## config.mk

```make
export PLATFORM = sky130hd
export DESIGN_NAME = laser_game_top
export DESIGN_NICKNAME = d
export VERILOG_FILES = /design/src/laser_game_pkg.sv /design/src/vga_timing.sv /design/src/laser_obstacle.sv /design/src/player_collision.sv /design/src/vga_out.sv /design/src/laser_game_top.sv
export VERILOG_INCLUDE_DIRS = /design/src /design/src/include
export SDC_FILE = /design/constraint.sdc
export NUM_CORES = 1
export LEC_CHECK = 0
export BUFFER_PORTS_ARGS = -buffer_cell sky130_fd_sc_hd__buf_4
export CAP_MARGIN = 20
export CORE_ASPECT_RATIO = 0.6
export CORE_MARGIN = 3
export CORE_UTILIZATION = 55
export DETAILED_ROUTE_END_ITERATION = 8
export GPL_ROUTABILITY_DRIVEN = 0
export GPL_TIMING_DRIVEN = 0
export PLACE_DENSITY = 0.73
export SYNTH_ARGS = -nofsm -noshare
export SYNTH_HDL_FRONTEND = slang
export SYNTH_SLANG_ARGS = --single-unit
```

## constraint.sdc

```tcl
create_clock -name pclk -period 2.7 [get_ports pclk]
set_input_delay 0.135 -clock pclk [delete_from_list [all_inputs] [get_ports pclk]]
set_output_delay 0.135 -clock pclk [all_outputs]
set_load 0.02 [all_outputs]
```

## src/include/laser_game_cfg.svh

```systemverilog
`ifndef LASER_GAME_CFG_SVH
`define LASER_GAME_CFG_SVH

// Reduced horizontal scan in pixel clocks
`define LG_H_ACTIVE      32
`define LG_H_TOTAL       40
`define LG_HS_START      34
`define LG_HS_END        37

// Reduced vertical scan in lines
`define LG_V_ACTIVE      24
`define LG_V_TOTAL       28
`define LG_VS_START      25
`define LG_VS_END        26

`define LG_COORD_W       6

// Laser geometry and pacing
`define LG_LASER_TOP     4
`define LG_LASER_BOTTOM  19
`define LG_LASER_X0      8
`define LG_LASER_X1      16
`define LG_LASER_X2      24
`define LG_LASER_GROW    3
`define LG_GROW_TICKS    150
`define LG_HOLD_TICKS    600

// Player bar
`define LG_PLAYER_TOP    16
`define LG_PLAYER_BOTTOM 21
`define LG_PLAYER_W      4

`define LG_BG_RGB        12'h124
`define LG_LASER_RGB     12'hfff
`define LG_PLAYER_RGB    12'h0f0

`endif

```

## src/laser_game_pkg.sv

```systemverilog
`include "laser_game_cfg.svh"

package laser_game_pkg;

  ////////////////////////////////////////////////////////////
  // Scan position with its syncs
  ////////////////////////////////////////////////////////////

  typedef struct packed {
    logic [`LG_COORD_W-1:0] hcount;
    logic [`LG_COORD_W-1:0] vcount;
    logic                   hsync;
    logic                   vsync;
    logic                   blank;
  } scan_t;

  // One pixel between processing stages
  typedef struct packed {
    scan_t       scan;
    logic [11:0] rgb;
    logic        laser;
  } pixel_t;

  typedef enum logic [1:0] {
    LASER_IDLE   = 2'd0,
    LASER_LEFT   = 2'd1,
    LASER_MIDDLE = 2'd2,
    LASER_RIGHT  = 2'd3
  } laser_state_t;

  // Syncs inactive and pixel blanked
  localparam scan_t SCAN_RESET = '{
    hcount: '0,
    vcount: '0,
    hsync:  1'b1,
    vsync:  1'b1,
    blank:  1'b1
  };

  localparam pixel_t PIXEL_RESET = '{scan: SCAN_RESET, rgb: 12'h000, laser: 1'b0};

endpackage

```

## src/vga_timing.sv

```systemverilog
`timescale 1ns/1ns
`include "laser_game_cfg.svh"

module vga_timing (
  input  logic                  pclk,
  input  logic                  rst,
  output laser_game_pkg::scan_t scan
);

  localparam int W = `LG_COORD_W;

  localparam logic [W-1:0] H_LAST   = W'(`LG_H_TOTAL - 1);
  localparam logic [W-1:0] V_LAST   = W'(`LG_V_TOTAL - 1);
  localparam logic [W-1:0] H_ACTIVE = W'(`LG_H_ACTIVE);
  localparam logic [W-1:0] V_ACTIVE = W'(`LG_V_ACTIVE);
  localparam logic [W-1:0] HS_START = W'(`LG_HS_START);
  localparam logic [W-1:0] HS_END   = W'(`LG_HS_END);
  localparam logic [W-1:0] VS_START = W'(`LG_VS_START);
  localparam logic [W-1:0] VS_END   = W'(`LG_VS_END);

  logic [W-1:0] hcnt;
  logic [W-1:0] vcnt;
  logic         line_end;

  laser_game_pkg::scan_t scan_nxt;

  assign line_end = (hcnt == H_LAST);

  ////////////////////////////////////////////////////////////
  // Scan counters
  ////////////////////////////////////////////////////////////

  always_ff @(posedge pclk) begin
    if (rst) begin
      hcnt <= '0;
      vcnt <= '0;
    end else if (line_end) begin
      hcnt <= '0;
      if (vcnt == V_LAST) begin
        vcnt <= '0;
      end else begin
        vcnt <= vcnt + 1'b1;
      end
    end else begin
      hcnt <= hcnt + 1'b1;
    end
  end

  // Syncs are active low
  always_comb begin
    scan_nxt.hcount = hcnt;
    scan_nxt.vcount = vcnt;
    scan_nxt.hsync  = !((hcnt >= HS_START) && (hcnt < HS_END));
    scan_nxt.vsync  = !((vcnt >= VS_START) && (vcnt < VS_END));
    scan_nxt.blank  = (hcnt >= H_ACTIVE) || (vcnt >= V_ACTIVE);
  end

  always_ff @(posedge pclk) begin
    if (rst) begin
      scan <= laser_game_pkg::SCAN_RESET;
    end else begin
      scan <= scan_nxt;
    end
  end

endmodule

```

## src/laser_obstacle.sv

```systemverilog
`timescale 1ns/1ns
`include "laser_game_cfg.svh"

module laser_obstacle (
  input  logic                   pclk,
  input  logic                   rst,
  input  logic                   game_on,
  input  logic                   menu_on,
  input  laser_game_pkg::scan_t  scan,
  output laser_game_pkg::pixel_t pix
);

  localparam int W      = `LG_COORD_W;
  localparam int TICK_W = $clog2(`LG_HOLD_TICKS);
  localparam int STEP_W = $clog2(`LG_LASER_GROW + 1);

  localparam logic [W-1:0]      X0         = W'(`LG_LASER_X0);
  localparam logic [W-1:0]      X1         = W'(`LG_LASER_X1);
  localparam logic [W-1:0]      X2         = W'(`LG_LASER_X2);
  localparam logic [W-1:0]      LASER_TOP  = W'(`LG_LASER_TOP);
  localparam logic [W-1:0]      LASER_BOT  = W'(`LG_LASER_BOTTOM);
  localparam logic [TICK_W-1:0] GROW_LAST  = TICK_W'(`LG_GROW_TICKS - 1);
  localparam logic [TICK_W-1:0] HOLD_LAST  = TICK_W'(`LG_HOLD_TICKS - 1);
  localparam logic [STEP_W-1:0] GROW_STEPS = STEP_W'(`LG_LASER_GROW);

  laser_game_pkg::laser_state_t state, state_nxt;

  logic [W-1:0]      left, left_nxt;
  logic [W-1:0]      right, right_nxt;
  logic [TICK_W-1:0] tick, tick_nxt;
  logic [STEP_W-1:0] steps, steps_nxt;
  logic              on_beam;

  laser_game_pkg::pixel_t pix_nxt;

  ////////////////////////////////////////////////////////////
  // Beam state machine
  ////////////////////////////////////////////////////////////

  always_ff @(posedge pclk) begin
    if (rst) begin
      state <= laser_game_pkg::LASER_IDLE;
      left  <= '0;
      right <= '0;
      tick  <= '0;
      steps <= '0;
    end else begin
      state <= state_nxt;
      left  <= left_nxt;
      right <= right_nxt;
      tick  <= tick_nxt;
      steps <= steps_nxt;
    end
  end

  always_comb begin
    state_nxt = state;
    left_nxt  = left;
    right_nxt = right;
    tick_nxt  = tick;
    steps_nxt = steps;
    case (state)
      laser_game_pkg::LASER_IDLE: begin
        if (game_on && !menu_on) begin
          state_nxt = laser_game_pkg::LASER_LEFT;
          left_nxt  = X0;
          right_nxt = X0 + 1'b1;
          tick_nxt  = '0;
          steps_nxt = '0;
        end
      end
      default: begin
        if (menu_on || !game_on) begin
          state_nxt = laser_game_pkg::LASER_IDLE;
        end else if (steps != GROW_STEPS) begin
          // Widening phase
          if (tick == GROW_LAST) begin
            left_nxt  = left - 1'b1;
            right_nxt = right + 1'b1;
            steps_nxt = steps + 1'b1;
            tick_nxt  = '0;
          end else begin
            tick_nxt = tick + 1'b1;
          end
        end else if (tick == HOLD_LAST) begin
          // Hold over, hand over to the next beam
          tick_nxt  = '0;
          steps_nxt = '0;
          case (state)
            laser_game_pkg::LASER_LEFT: begin
              state_nxt = laser_game_pkg::LASER_MIDDLE;
              left_nxt  = X1;
              right_nxt = X1 + 1'b1;
            end
            laser_game_pkg::LASER_MIDDLE: begin
              state_nxt = laser_game_pkg::LASER_RIGHT;
              left_nxt  = X2;
              right_nxt = X2 + 1'b1;
            end
            default: begin
              state_nxt = laser_game_pkg::LASER_IDLE;
            end
          endcase
        end else begin
          tick_nxt = tick + 1'b1;
        end
      end
    endcase
  end

  ////////////////////////////////////////////////////////////
  // Beam painting
  ////////////////////////////////////////////////////////////

  assign on_beam = (state != laser_game_pkg::LASER_IDLE) &&
                   (scan.hcount >= left) && (scan.hcount <= right) &&
                   (scan.vcount >= LASER_TOP) && (scan.vcount <= LASER_BOT);

  always_comb begin
    pix_nxt.scan  = scan;
    pix_nxt.rgb   = on_beam ? `LG_LASER_RGB : `LG_BG_RGB;
    pix_nxt.laser = on_beam;
  end

  always_ff @(posedge pclk) begin
    if (rst) begin
      pix <= laser_game_pkg::PIXEL_RESET;
    end else begin
      pix <= pix_nxt;
    end
  end

endmodule

```

## src/player_collision.sv

```systemverilog
`timescale 1ns/1ns
`include "laser_game_cfg.svh"

module player_collision (
  input  logic                    pclk,
  input  logic                    rst,
  input  logic                    game_on,
  input  logic [`LG_COORD_W-1:0]  player_x,
  input  laser_game_pkg::pixel_t  pix_in,
  output laser_game_pkg::pixel_t  pix_out,
  output logic                    hit
);

  localparam int W = `LG_COORD_W;

  localparam logic [W-1:0] PLAYER_TOP = W'(`LG_PLAYER_TOP);
  localparam logic [W-1:0] PLAYER_BOT = W'(`LG_PLAYER_BOTTOM);
  localparam logic [W:0]   SPAN       = (W+1)'(`LG_PLAYER_W - 1);

  logic [W-1:0] player_col;
  logic [W:0]   col_end;
  logic         frame_start;
  logic         in_rows;
  logic         in_cols;
  logic         on_player;

  laser_game_pkg::pixel_t pix_nxt;

  assign frame_start = (pix_in.scan.hcount == '0) && (pix_in.scan.vcount == '0);

  // Column holds for the whole frame
  always_ff @(posedge pclk) begin
    if (frame_start) begin
      player_col <= player_x;
    end
  end

  // One extra bit so the right edge cannot wrap
  assign col_end = {1'b0, player_col} + SPAN;

  assign in_rows   = (pix_in.scan.vcount >= PLAYER_TOP) && (pix_in.scan.vcount <= PLAYER_BOT);
  assign in_cols   = (pix_in.scan.hcount >= player_col) &&
                     ({1'b0, pix_in.scan.hcount} <= col_end);
  assign on_player = game_on && in_rows && in_cols;

  // Laser stays on top of the bar
  always_comb begin
    pix_nxt = pix_in;
    if (on_player && !pix_in.laser) begin
      pix_nxt.rgb = `LG_PLAYER_RGB;
    end
  end

  always_ff @(posedge pclk) begin
    if (rst) begin
      pix_out <= laser_game_pkg::PIXEL_RESET;
      hit     <= 1'b0;
    end else begin
      pix_out <= pix_nxt;
      hit     <= on_player && pix_in.laser;
    end
  end

endmodule

```

## src/vga_out.sv

```systemverilog
`timescale 1ns/1ns

module vga_out (
  input  logic                   pclk,
  input  logic                   rst,
  input  laser_game_pkg::pixel_t pix,
  input  logic                   hit_in,
  output logic                   hsync,
  output logic                   vsync,
  output logic [11:0]            rgb,
  output logic                   hit_out
);

  logic visible;

  assign visible = !pix.scan.blank;

  ////////////////////////////////////////////////////////////
  // Output register
  ////////////////////////////////////////////////////////////

  always_ff @(posedge pclk) begin
    if (rst) begin
      hsync   <= 1'b1;
      vsync   <= 1'b1;
      rgb     <= 12'h000;
      hit_out <= 1'b0;
    end else begin
      hsync <= pix.scan.hsync;
      vsync <= pix.scan.vsync;
      // Nothing but black outside the active area
      if (visible) begin
        rgb     <= pix.rgb;
        hit_out <= hit_in;
      end else begin
        rgb     <= 12'h000;
        hit_out <= 1'b0;
      end
    end
  end

endmodule

```

## src/laser_game_top.sv

```systemverilog
`timescale 1ns/1ns
`include "laser_game_cfg.svh"

module laser_game_top (
  input  logic                   pclk,
  input  logic                   rst,
  input  logic                   game_on,
  input  logic                   menu_on,
  input  logic [`LG_COORD_W-1:0] player_x,
  output logic                   hsync,
  output logic                   vsync,
  output logic [11:0]            rgb,
  output logic                   hit
);

  laser_game_pkg::scan_t  scan;
  laser_game_pkg::pixel_t laser_pix;
  laser_game_pkg::pixel_t player_pix;
  logic                   player_hit;

  // Input side
  vga_timing u_vga_timing (
    .pclk (pclk),
    .rst  (rst),
    .scan (scan)
  );

  ////////////////////////////////////////////////////////////
  // Processing
  ////////////////////////////////////////////////////////////

  laser_obstacle u_laser_obstacle (
    .pclk    (pclk),
    .rst     (rst),
    .game_on (game_on),
    .menu_on (menu_on),
    .scan    (scan),
    .pix     (laser_pix)
  );

  player_collision u_player_collision (
    .pclk     (pclk),
    .rst      (rst),
    .game_on  (game_on),
    .player_x (player_x),
    .pix_in   (laser_pix),
    .pix_out  (player_pix),
    .hit      (player_hit)
  );

  // Output side
  vga_out u_vga_out (
    .pclk    (pclk),
    .rst     (rst),
    .pix     (player_pix),
    .hit_in  (player_hit),
    .hsync   (hsync),
    .vsync   (vsync),
    .rgb     (rgb),
    .hit_out (hit)
  );

endmodule

```

==> metrics.txt, run 1 <==
max-slew violations 0; DR WL/cell around 15 um; Port Buffer Count 24; Final HPWL DP ~6.6 mm; layout cells sized above 1 14.69%; die footprint 0.008875 mm^2; area of the multi-input gates 0.002116 mm^2; global-route wire length before repair approximately 14 mm; row count 24; vias in the first global route 2932; number of diodes 0; total congestion overflow 0; initial antenna violation count 0; Post-synth top flop dfxtp_1; worst endpoint required time 2.92 ns; Final Net Count between 500 and 600; Layout Skew 0.009781 ns; critical path class register to register; fmax 403.7 MHz; initial core utilization 57.69%; clock buffer depth 2; vias per cell 5.309; post-CTS repair timing setup buffer count 0; number of synthesized flops with an enable pin 6; Mean Syn Cell Area approximately 9.4 um^2; leakage 1.984 nW; hold slack 0.1001 ns; Synth Register Bits 91; routed vias 3191; WP data arrival 2.70 ns; final WL 9.066 mm; minimum clock period after layout 2.477 ns; Crit. End Element register; Post-Place Cells 579; pwr/cell area 571.6 mW/mm^2; Synth Warn # 0; Post-Route Utilization between 60% and 70%; Layout area overhead 15.36%; crit start category register; asr flop ratio synth 0%; Non-Filler Instances 601; Least-Margin Pin Slew 0.6306 ns; Worst Hold Class primary input to register; status completed; main area contributors after synthesis dfxtp_1, ha_1, edfxtp_1; Core Region between 0.007 and 0.008 mm^2; DR iter-0 viols 246; Synth area leader dfxtp_1; total CTS buffers 9; I/O pins 25; Max VDD drop 0.3111 mV; register area share after synthesis 44.16%; commonest non-fill, non-tap cells in the layout dfxtp_1, ha_1, nor2_1; CTS root buffer clkbuf_16; clock sinks 91; Die Wd 119.6 um; DRC Markers 0; Clock transition at path regs approximately 0.060 ns; library cells used by synthesis 60; Slew HR 57.96%; GRT Util Overall 21.20%; FF+latch area 0.001882 mm^2; unrepaired setup endpoints after global routing no; # setup viols final 0; Antenna Violating Nets Remaining 0; H-tree depth 3; syn_nets 500; Worst-Skew Late Latency 0.34 ns; CTS tree built; worst-path fanout max 4; Total Power 0.002810 W; max_cap viols 0; final period utilization 91.74%; Pre-antenna DRT Iters 4; die height 74.19 um; Final Hold Vio Count 0; pin count of the biggest net entering global routing 17; Fillers slightly above 600; cells after synthesis 451; share of the synthesized area in the top cell type 39.93%; commonest non-fill, non-tap cell in the layout dfxtp_1; Synth Cell Area 0.004262 mm^2; setup tns final 0 ns
## power by group
group / internal, W / total [W] / switching [W]
clock network: 0.000654 / 0.00117 / 0.000519
logic: 0.0000939 / 0.000226 / 0.000132
registers: 0.00139 / 0.00141 / 0.0000241
## cell families (layout without fill, tap and decap cells)
group	Yosys count	in the layout	share of synthesized area, %
compound gates	72	72	10.78
mux	6	6	1.556
simple gates	164	164	21.43
flops	91	91	44.16
buf+inv	58	104	6.312
fa+ha+maj	39	39	11.45
xor+xnor	21	21	4.316
## per-layer routing
metal  up-vias  share of wire [%]  routed length [um]  global-route usage [%]
met5         -                  0                   0                       0
met4         0                1.2                 113                   6.726
met3         8                5.6                 504                   6.155
met2        89                 41                3753                   32.50
met1      1459                 52                4695                   29.36
li1       1635                  -                   -                       -
## critical path, stage by stage, from the launching register on
cell and delay, ns:
edfxtp_1 0.43, inv_1 0.09, ha_1 0.32, ha_1 0.31
nor2b_1 0.14, o21ai_0 0.22, a21oi_1 0.11, o31a_1 0.33
o41a_1 0.42
## cell usage after synthesis, drive strengths merged, types with 9 or more instances
cell type,instances
buf,15
nor2,39
or2,9
ha,39
clkbuf,10
a21oi,24
xor2,9
and2,10
inv,32
dfxtp,85
xnor2,12
nor2b,24
o21ai,18
nand3,19
nand2,20
## final cells by class
class / instances / area share [%]
clock inverter: 5 / 0.7381
sequential: 91 / 38.28
buffer: 25 / 2.952
tap: 104 / 2.647
timing repair buffer: 30 / 4.887
multi-input combinational: 302 / 43.04
clock buffer: 11 / 4.938
inverter: 33 / 2.520
## through the flow
step	cell area [um^2]	setup WS (ns)
6_report	4916	0.2231
5_1_grt	4916	0.08358
4_1_cts	4911	0.2203
3_5_place_dp	4572	0.2444
3_3_place_gp	4572	0.3212
2_1_floorplan	4262	0.5060
## final timing paths
kind	from	to	slack, ns	depth (start not counted)
worst max-delay path	u_player_collision.player_col[0]	u_player_collision.pix_out[9]	0.22	8
worst min-delay path	rst	u_player_collision.pix_out[6]	0.10	3
worst max register to register	u_player_collision.player_col[0]	u_player_collision.pix_out[9]	0.22	8
worst min register to register	u_laser_obstacle.pix[14]	u_player_collision.pix_out[14]	0.41	1
## flip-flops by register name, summed over array words and instances, names as in the netlist, 2 cells and up
register	count
u_laser_obstacle.left	6
u_player_collision.player_col	6
u_laser_obstacle.right	6
u_vga_timing.vcnt	6
u_vga_timing.scan	15
u_laser_obstacle.pix	17
u_laser_obstacle.steps	2
u_laser_obstacle.tick	10
u_player_collision.pix_out	7
u_laser_obstacle.state	2
u_vga_out.rgb	4
u_vga_timing.hcnt	6
## timing repair
item	4_1_cts	5_1_grt
hold buffers	6	0
hold endpoints to repair	6	0
gates resized for setup	0	1
endpoints found under the setup margin	0	1
Note: power is estimated with default switching activity, not from simulation.
==> run 2, diff against run 1 <==
--- a/config.mk
+++ b/config.mk
@@ -10,11 +10,10 @@
 export CAP_MARGIN = 20
 export CORE_ASPECT_RATIO = 0.6
 export CORE_MARGIN = 3
-export CORE_UTILIZATION = 55
+export CORE_UTILIZATION = 43
 export DETAILED_ROUTE_END_ITERATION = 8
 export GPL_ROUTABILITY_DRIVEN = 0
 export GPL_TIMING_DRIVEN = 0
-export PLACE_DENSITY = 0.73
 export SYNTH_ARGS = -nofsm -noshare
 export SYNTH_HDL_FRONTEND = slang
 export SYNTH_SLANG_ARGS = --single-unit
==> run 2 against run 1 <==
  * Die area is 26% higher
  * Combinational power hardly changed
  * Final area is 1.8% higher
  * Via count is 1.6% lower
  * Critical path type unchanged
  * Sequential share of layout area is 0.67 points lower
==> metrics.txt, run 2 (synthesis results as in run 1) <==
DR iter-0 viols 212 (-14%); Layout Skew 0.008094 ns (-0.001687 ns); commonest non-fill, non-tap cell in the layout dfxtp_1; Die Wd 134.5 um (+12%); minimum clock period after layout 2.447 ns (-0.02959 ns); Crit path top cell by count ha_1; leakage 2.009 nW (+1.3%); Least-Margin Pin Slew 0.6283 ns (-0.002254 ns); layout cells sized above 1 14.89% (+0.20 points); initial core utilization 45.38% (-12 points); WP data arrival 2.68 ns (-0.02 ns); fmax 408.6 MHz (+1.2%); Internal Power 0.002298 W (+7.7%); H-tree depth 3 (unchanged); Clock Power Share 45.8% (+4.1 points); total CTS buffers 9 (unchanged); DRC Markers 0 (unchanged); final WL 8.943 mm (-1.4%); CTS tree built; combinational power share 7.5% (-0.6 points); Hold Path Stages 3 (unchanged); status completed; clock sinks 91 (unchanged); slowest stage delay, CP 0.42 ns (about the same); Antenna Violating Nets Remaining 0 (unchanged); total congestion overflow 0 (unchanged); crit start category register; Final HPWL DP 6.767 mm (+2.3%); Slew HR 57.76% (-0.20 points); max-slew violations 0 (unchanged); Max VDD drop 0.3251 mV (+4.5%); Crit path max-delay family compound AO/OA/AOI/OAI gates; commonest non-fill, non-tap cells in the layout dfxtp_1, ha_1, nor2_1; largest register by flop count u_laser_obstacle.pix; # setup viols final 0 (unchanged); I/O pins 25 (unchanged); row count 27 (+13%); Worst Hold Class primary input to register; Port Buffer Count 24 (unchanged); R2R depth 8 (unchanged); unrepaired setup endpoints after global routing no; Largest regs u_laser_obstacle.pix (17), u_vga_timing.scan (15), u_laser_obstacle.tick (10); GRT Util Overall 17.08% (-4.1 points); Worst-Skew Late Latency 0.35 ns (about the same); worst endpoint required time 2.93 ns (about the same); buffer and inverter count on the worst path 1 (unchanged); critical path's slowest cell edfxtp_1; Final Hold Vio Count 0 (unchanged); CP Depth 8 (unchanged); max_cap viols 0 (unchanged); critical path class register to register; die footprint 0.01118 mm^2 (+26%); Clock transition at path regs 0.07 ns (about the same); routed vias 3140 (-1.6%); number of diodes 0 (unchanged); global-route wire length before repair 15.17 mm (+5.2%); vias per cell 5.008 (-5.7%); Layout area overhead 17.41%; vias in the first global route 3002 (+2.4%); DR WL/cell 14.26 um (-5.4%); Pre-antenna DRT Iters 4 (unchanged); Core Region 0.009392 mm^2 (+27%); switching pwr 0.0007129 W (+5.6%); pin count of the biggest net entering global routing 18 (+1); clock buffer depth 2 (unchanged); CTS root buffer clkbuf_16; sequential share of power 46.8% (-3.4 points); Final Net Count 541 (unchanged); Net Sw Frac 23.68% (-0.36 points); die height 83.12 um (+12%); initial antenna violation count 0 (unchanged); pwr/cell area 601.8 mW/mm^2 (+5.3%); setup tns final 0 ns (unchanged); Total Power 0.003011 W (+7.2%); worst-path cell chain inv_1 > ha_1 > ha_1 > nor2b_1 > o21ai_0 > a21oi_1 > o31a_1 > o41a_1; final period utilization 90.64% (-1.1 points); Crit. End Element register; worst-path fanout max 4 (unchanged); max reg flops 17 (unchanged)
-- run 2: cell types whose count changed in the layout (fill, tap and decap cells not counted) --
cell,delta
bufinv_16,+1
clkbuf_1,-1
clkbuf_16,+1
clkinv_2,-2
clkinv_4,-1
inv_8,+2
-- run 2: per-stage QoR --
stage                     area, um^2  instances  utilization (%)  worst slack [ns]  hold WS [ns]
final                           5004        627            53.28            0.2527       0.09170
after global routing            5004        627            53.28            0.1078        0.1104
after CTS                       4999        627            53.22            0.1860       0.09007
after detailed placement        4604        605            49.03            0.1923        0.3149
after global placement          4604        605            49.03            0.2945        0.3130
after floorplan                 4262        451                -            0.5060        0.2339
-- run 2: final cells by class --
| class | count | area [um^2] |
|---|---|---|
| Fill cell | 876 | 4388 |
| Multi-Input combinational cell | 302 | 2116 |
| Sequential cell | 91 | 1882 |
| Clock buffer | 11 | 264.0 |
| Timing Repair Buffer | 30 | 240.2 |
| Tap cell | 130 | 162.7 |
| Buffer | 25 | 145.1 |
| Inverter | 33 | 123.9 |
| Clock inverter | 5 | 70.07 |
-- run 2: path summary, 6_finish.rpt --
check | start | to | slack [ns]
min reg2reg | u_player_collision.pix_out[14] | u_vga_out.vsync | 0.41
max | u_player_collision.player_col[0] | u_player_collision.pix_out[9] | 0.25
max reg2reg | u_player_collision.player_col[0] | u_player_collision.pix_out[9] | 0.25
min | rst | u_player_collision.pix_out[6] | 0.09
-- run 2: worst reg2reg max path, delay by kind of cell (launching register included) --
| kind | cells | cell delay (ns) |
|---|---|---|
| AOI/OAI and AO/OA | 4 | 1.11 |
| adders and majority gates | 2 | 0.59 |
| buffers and inverters | 1 | 0.08 |
| DFF | 1 | 0.42 |
| and+or+nand+nor | 1 | 0.13 |
-- run 2: what timing repair did --
item / CTS / global route
endpoints found under the hold margin: 6 / 0
hold buffers: 6 / 0
setup buffers: 0 / 0
gates resized for setup: 0 / 1
endpoints found under the setup margin: 0 / 2
-- run 2: power by group through the flow --
| stage | combinational (W) | clock, W | sequential (W) |
|---|---|---|---|
| CTS | 0.000224 | 0.00141 | 0.00141 |
| detailed placement | 0.000215 | 0 | 0.00144 |
| global placement | 0.000208 | 0 | 0.00144 |
| finish | 0.000224 | 0.00138 | 0.00141 |
| global route | 0.000255 | 0.00147 | 0.00141 |
| floorplan | 0.000153 | 0 | 0.00143 |
-- run 2: routing by layer --
metal  GRT usage [%]  part of all wire (%)
met1           26.28                    54
met2           22.29                    38
met3           5.387                   6.3
met4           5.268                   1.6
met5               0                     0
==> run 3, diff against run 2 <==
--- a/config.mk
+++ b/config.mk
@@ -6,6 +6,7 @@
 export SDC_FILE = /design/constraint.sdc
 export NUM_CORES = 1
 export LEC_CHECK = 0
+export ABC_AREA = 1
 export BUFFER_PORTS_ARGS = -buffer_cell sky130_fd_sc_hd__buf_4
 export CAP_MARGIN = 20
 export CORE_ASPECT_RATIO = 0.6
==> run 3 against run 2 <==
  * Final area grew 3.1%
  * Clock skew decreased by 0.0019 ns
  * Clock power shrank 11%
  * Fmax is 15% higher
  * Setup slack better by 0.32 ns
  * Clock-buffer cell count decreased by 2
  * Critical path type unchanged
  * Largest cell class unchanged
==> metrics.txt, run 3 <==
count leader, synth nand2_1; total CTS buffers 9 (unchanged); area post-placement 0.004800 mm^2 (+4.2%); Core Region 0.009985 mm^2 (+6.3%); syn_nets 618 (+24%); Slew HR 49.38% (-8.4 points); Hold Path Stages 5 (+2); Worst Hold Class primary input to register; post-route cell area 0.005156 mm^2 (+3.1%); Synth Warn # 0 (unchanged); number of synthesized flops with an enable pin 6 (unchanged); Crit path max-delay family simple AND/OR/NAND/NOR gates; met2 wire len 3.914 mm (+16%); asr flop ratio synth 0% (unchanged); max reg flops 17 (unchanged); commonest non-fill, non-tap cell in the layout nand2_1; critical path's slowest cell edfxtp_1; Worst-Skew Late Latency 0.34 ns (about the same); Least-Margin Pin Slew 0.7593 ns (+0.1310 ns); setup tns final 0 ns (unchanged); Fillers 1002 (+14%); Crit. End Element register; routed vias 3670 (+17%); clock buffer depth 2 (unchanged); slowest stage delay, CP 0.35 ns (-0.07 ns); final WL 9.882 mm (+10%); DR WL/cell 13.19 um (-7.5%); H-tree depth 3 (unchanged); number of diodes 0 (unchanged); routed length on met1 5.322 mm (+9.5%); FF+latch area 0.001882 mm^2 (unchanged); worst endpoint required time 2.94 ns (about the same); area of the multi-input gates 0.002141 mm^2 (+1.2%); leakage 2.227 nW (+11%); layout cells sized above 1 13.68% (-1.2 points); max-slew violations 0 (unchanged); Antenna Violating Nets Remaining 0 (unchanged); clock sinks 91 (unchanged); CP Depth 12 (+4); vias per cell 4.900 (-2.2%); row count 28 (+3.7%); vias in the first global route 3381 (+13%); # resized after CTS 0 (unchanged); Synth Register Bits 91 (unchanged); cells after synthesis 569 (+26%); CTS tree built; Final HPWL DP 7.643 mm (+13%); main area contributors after synthesis dfxtp_1, ha_1, nand2_1; initial core utilization 44.65% (-0.73 points); # setup viols final 0 (unchanged); worst-path fanout max 3 (-1); final period utilization 78.95% (-12 points); Total Power 0.002907 W (-3.5%); largest register by flop count u_laser_obstacle.pix; Hold-fix buffers, CTS 6 (unchanged); Highest Signal Layer met4; GRT Util Overall 17.81% (+0.73 points); total congestion overflow 0 (unchanged); status completed; critical path class register to register; WL met3 538 um (-4.3%); Crit path top cell by count nand3_1; share of the synthesized area in the top cell type 38.17% (-1.8 points); Pre-antenna DRT Iters 5 (+1); initial antenna violation count 0 (unchanged); Mean Syn Cell Area 7.835 um^2 (-17%); Layout Skew 0.006188 ns (-0.001906 ns); fmax 469.1 MHz (+15%); die height 84.87 um (+2.1%); Max VDD drop 0.3424 mV (+5.3%); Post-synth top flop dfxtp_1; Synth Cell Area 0.004458 mm^2 (+4.6%); die footprint 0.01167 mm^2 (+4.3%); post-CTS repair timing setup buffer count 0 (unchanged); Largest regs u_laser_obstacle.pix (17), u_vga_timing.scan (15), u_laser_obstacle.tick (10); R2R depth 12 (+4); CTS root buffer clkbuf_16; minimum clock period after layout 2.132 ns (-0.3156 ns); Clock transition at path regs 0.07 ns (about the same); Final Net Count 658 (+22%); DR iter-0 viols 243 (+15%); unrepaired setup endpoints after global routing no; register area share after synthesis 42.21% (-1.9 points); pin count of the biggest net entering global routing 19 (+1); library cells used by synthesis 40 (-33%); DRC Markers 0 (unchanged); Final Hold Vio Count 0 (unchanged); Die Wd 137.5 um (+2.2%); Layout area overhead 15.66%; I/O pins 25 (unchanged); worst-path cell chain inv_1 > a21oi_1 > nand3_1 > xor2_1 > ha_1 > nand3_1 > nor3b_1 > nor2_1 > nand2_1 > nand3_1 > nand2_1 > nor2_1; WP data arrival 2.38 ns (-0.30 ns); pwr/cell area 563.8 mW/mm^2 (-6.3%); Port Buffer Count 23 (-4.2%); buffer and inverter count on the worst path 1 (unchanged); commonest non-fill, non-tap cells in the layout nand2_1, dfxtp_1, inv_1; top cells by count, synth nand2_1, dfxtp_1, inv_1; crit start category register; Synth area leader dfxtp_1; max_cap viols 0 (unchanged); global-route wire length before repair 16.37 mm (+7.9%)
## run 3: path summary, 6_finish.rpt
path                               startpoint  slack (ns)                             to
max reg2reg  u_player_collision.player_col[0]        0.57  u_player_collision.pix_out[9]
min                                   menu_on        0.25       u_laser_obstacle.tick[3]
min reg2reg              u_vga_timing.scan[4]        0.41       u_laser_obstacle.pix[17]
max          u_player_collision.player_col[0]        0.57  u_player_collision.pix_out[9]
## run 3: cell type report
type | instances | share of cell area (%)
Clock inverter | 7 | 1.383
Buffer | 20 | 2.257
Clock buffer | 9 | 4.368
Tap cell | 135 | 3.276
Sequential cell | 91 | 36.50
Inverter | 85 | 6.188
Timing Repair Buffer | 29 | 4.513
Multi-Input combinational cell | 373 | 41.52
## run 3: through the flow
step                hold WS, ns  util [%]  setup WS [ns]  std cells
detailed placement       0.3163     48.07         0.6052        727
CTS                      0.2513     51.64         0.5786        749
global route             0.2885     51.64         0.2974        749
finish                   0.2513     51.64         0.5683        749
floorplan                0.2339         -         0.8383        569
global placement         0.3140     48.07         0.6365        727
## run 3: worst min-delay path: cells and delay by family
| family | cells | cell delay (ns) |
|---|---|---|
| AND/OR/NAND/NOR | 2 | 0.20 |
| buffers and inverters | 2 | 0.13 |
| AO/OA/AOI/OAI | 1 | 0.09 |
## run 3: power breakdown
part / internal [W] / switching, W
sequential: 0.00139 / 0.0000227
clock: 0.000651 / 0.000578
combinational: 0.000101 / 0.000166
total: 0.00214 / 0.000766
## run 3: metal layers
| metal | up-vias | global-route usage, % |
|---|---|---|
| met5 | - | 0 |
| met4 | 0 | 5.163 |
| met3 | 10 | 4.088 |
| met2 | 89 | 24.29 |
| met1 | 1673 | 27.68 |
| li1 | 1898 | - |
## run 3: cell families after synthesis
family	Yosys count	share of synthesized area [%]
buffers and inverters	105	9.767
adder cells (fa/ha/maj)	39	10.95
XOR/XNOR	8	1.572
flip-flops	91	42.21
AND/OR/NAND/NOR	263	27.00
AO/OA/AOI/OAI	63	8.504
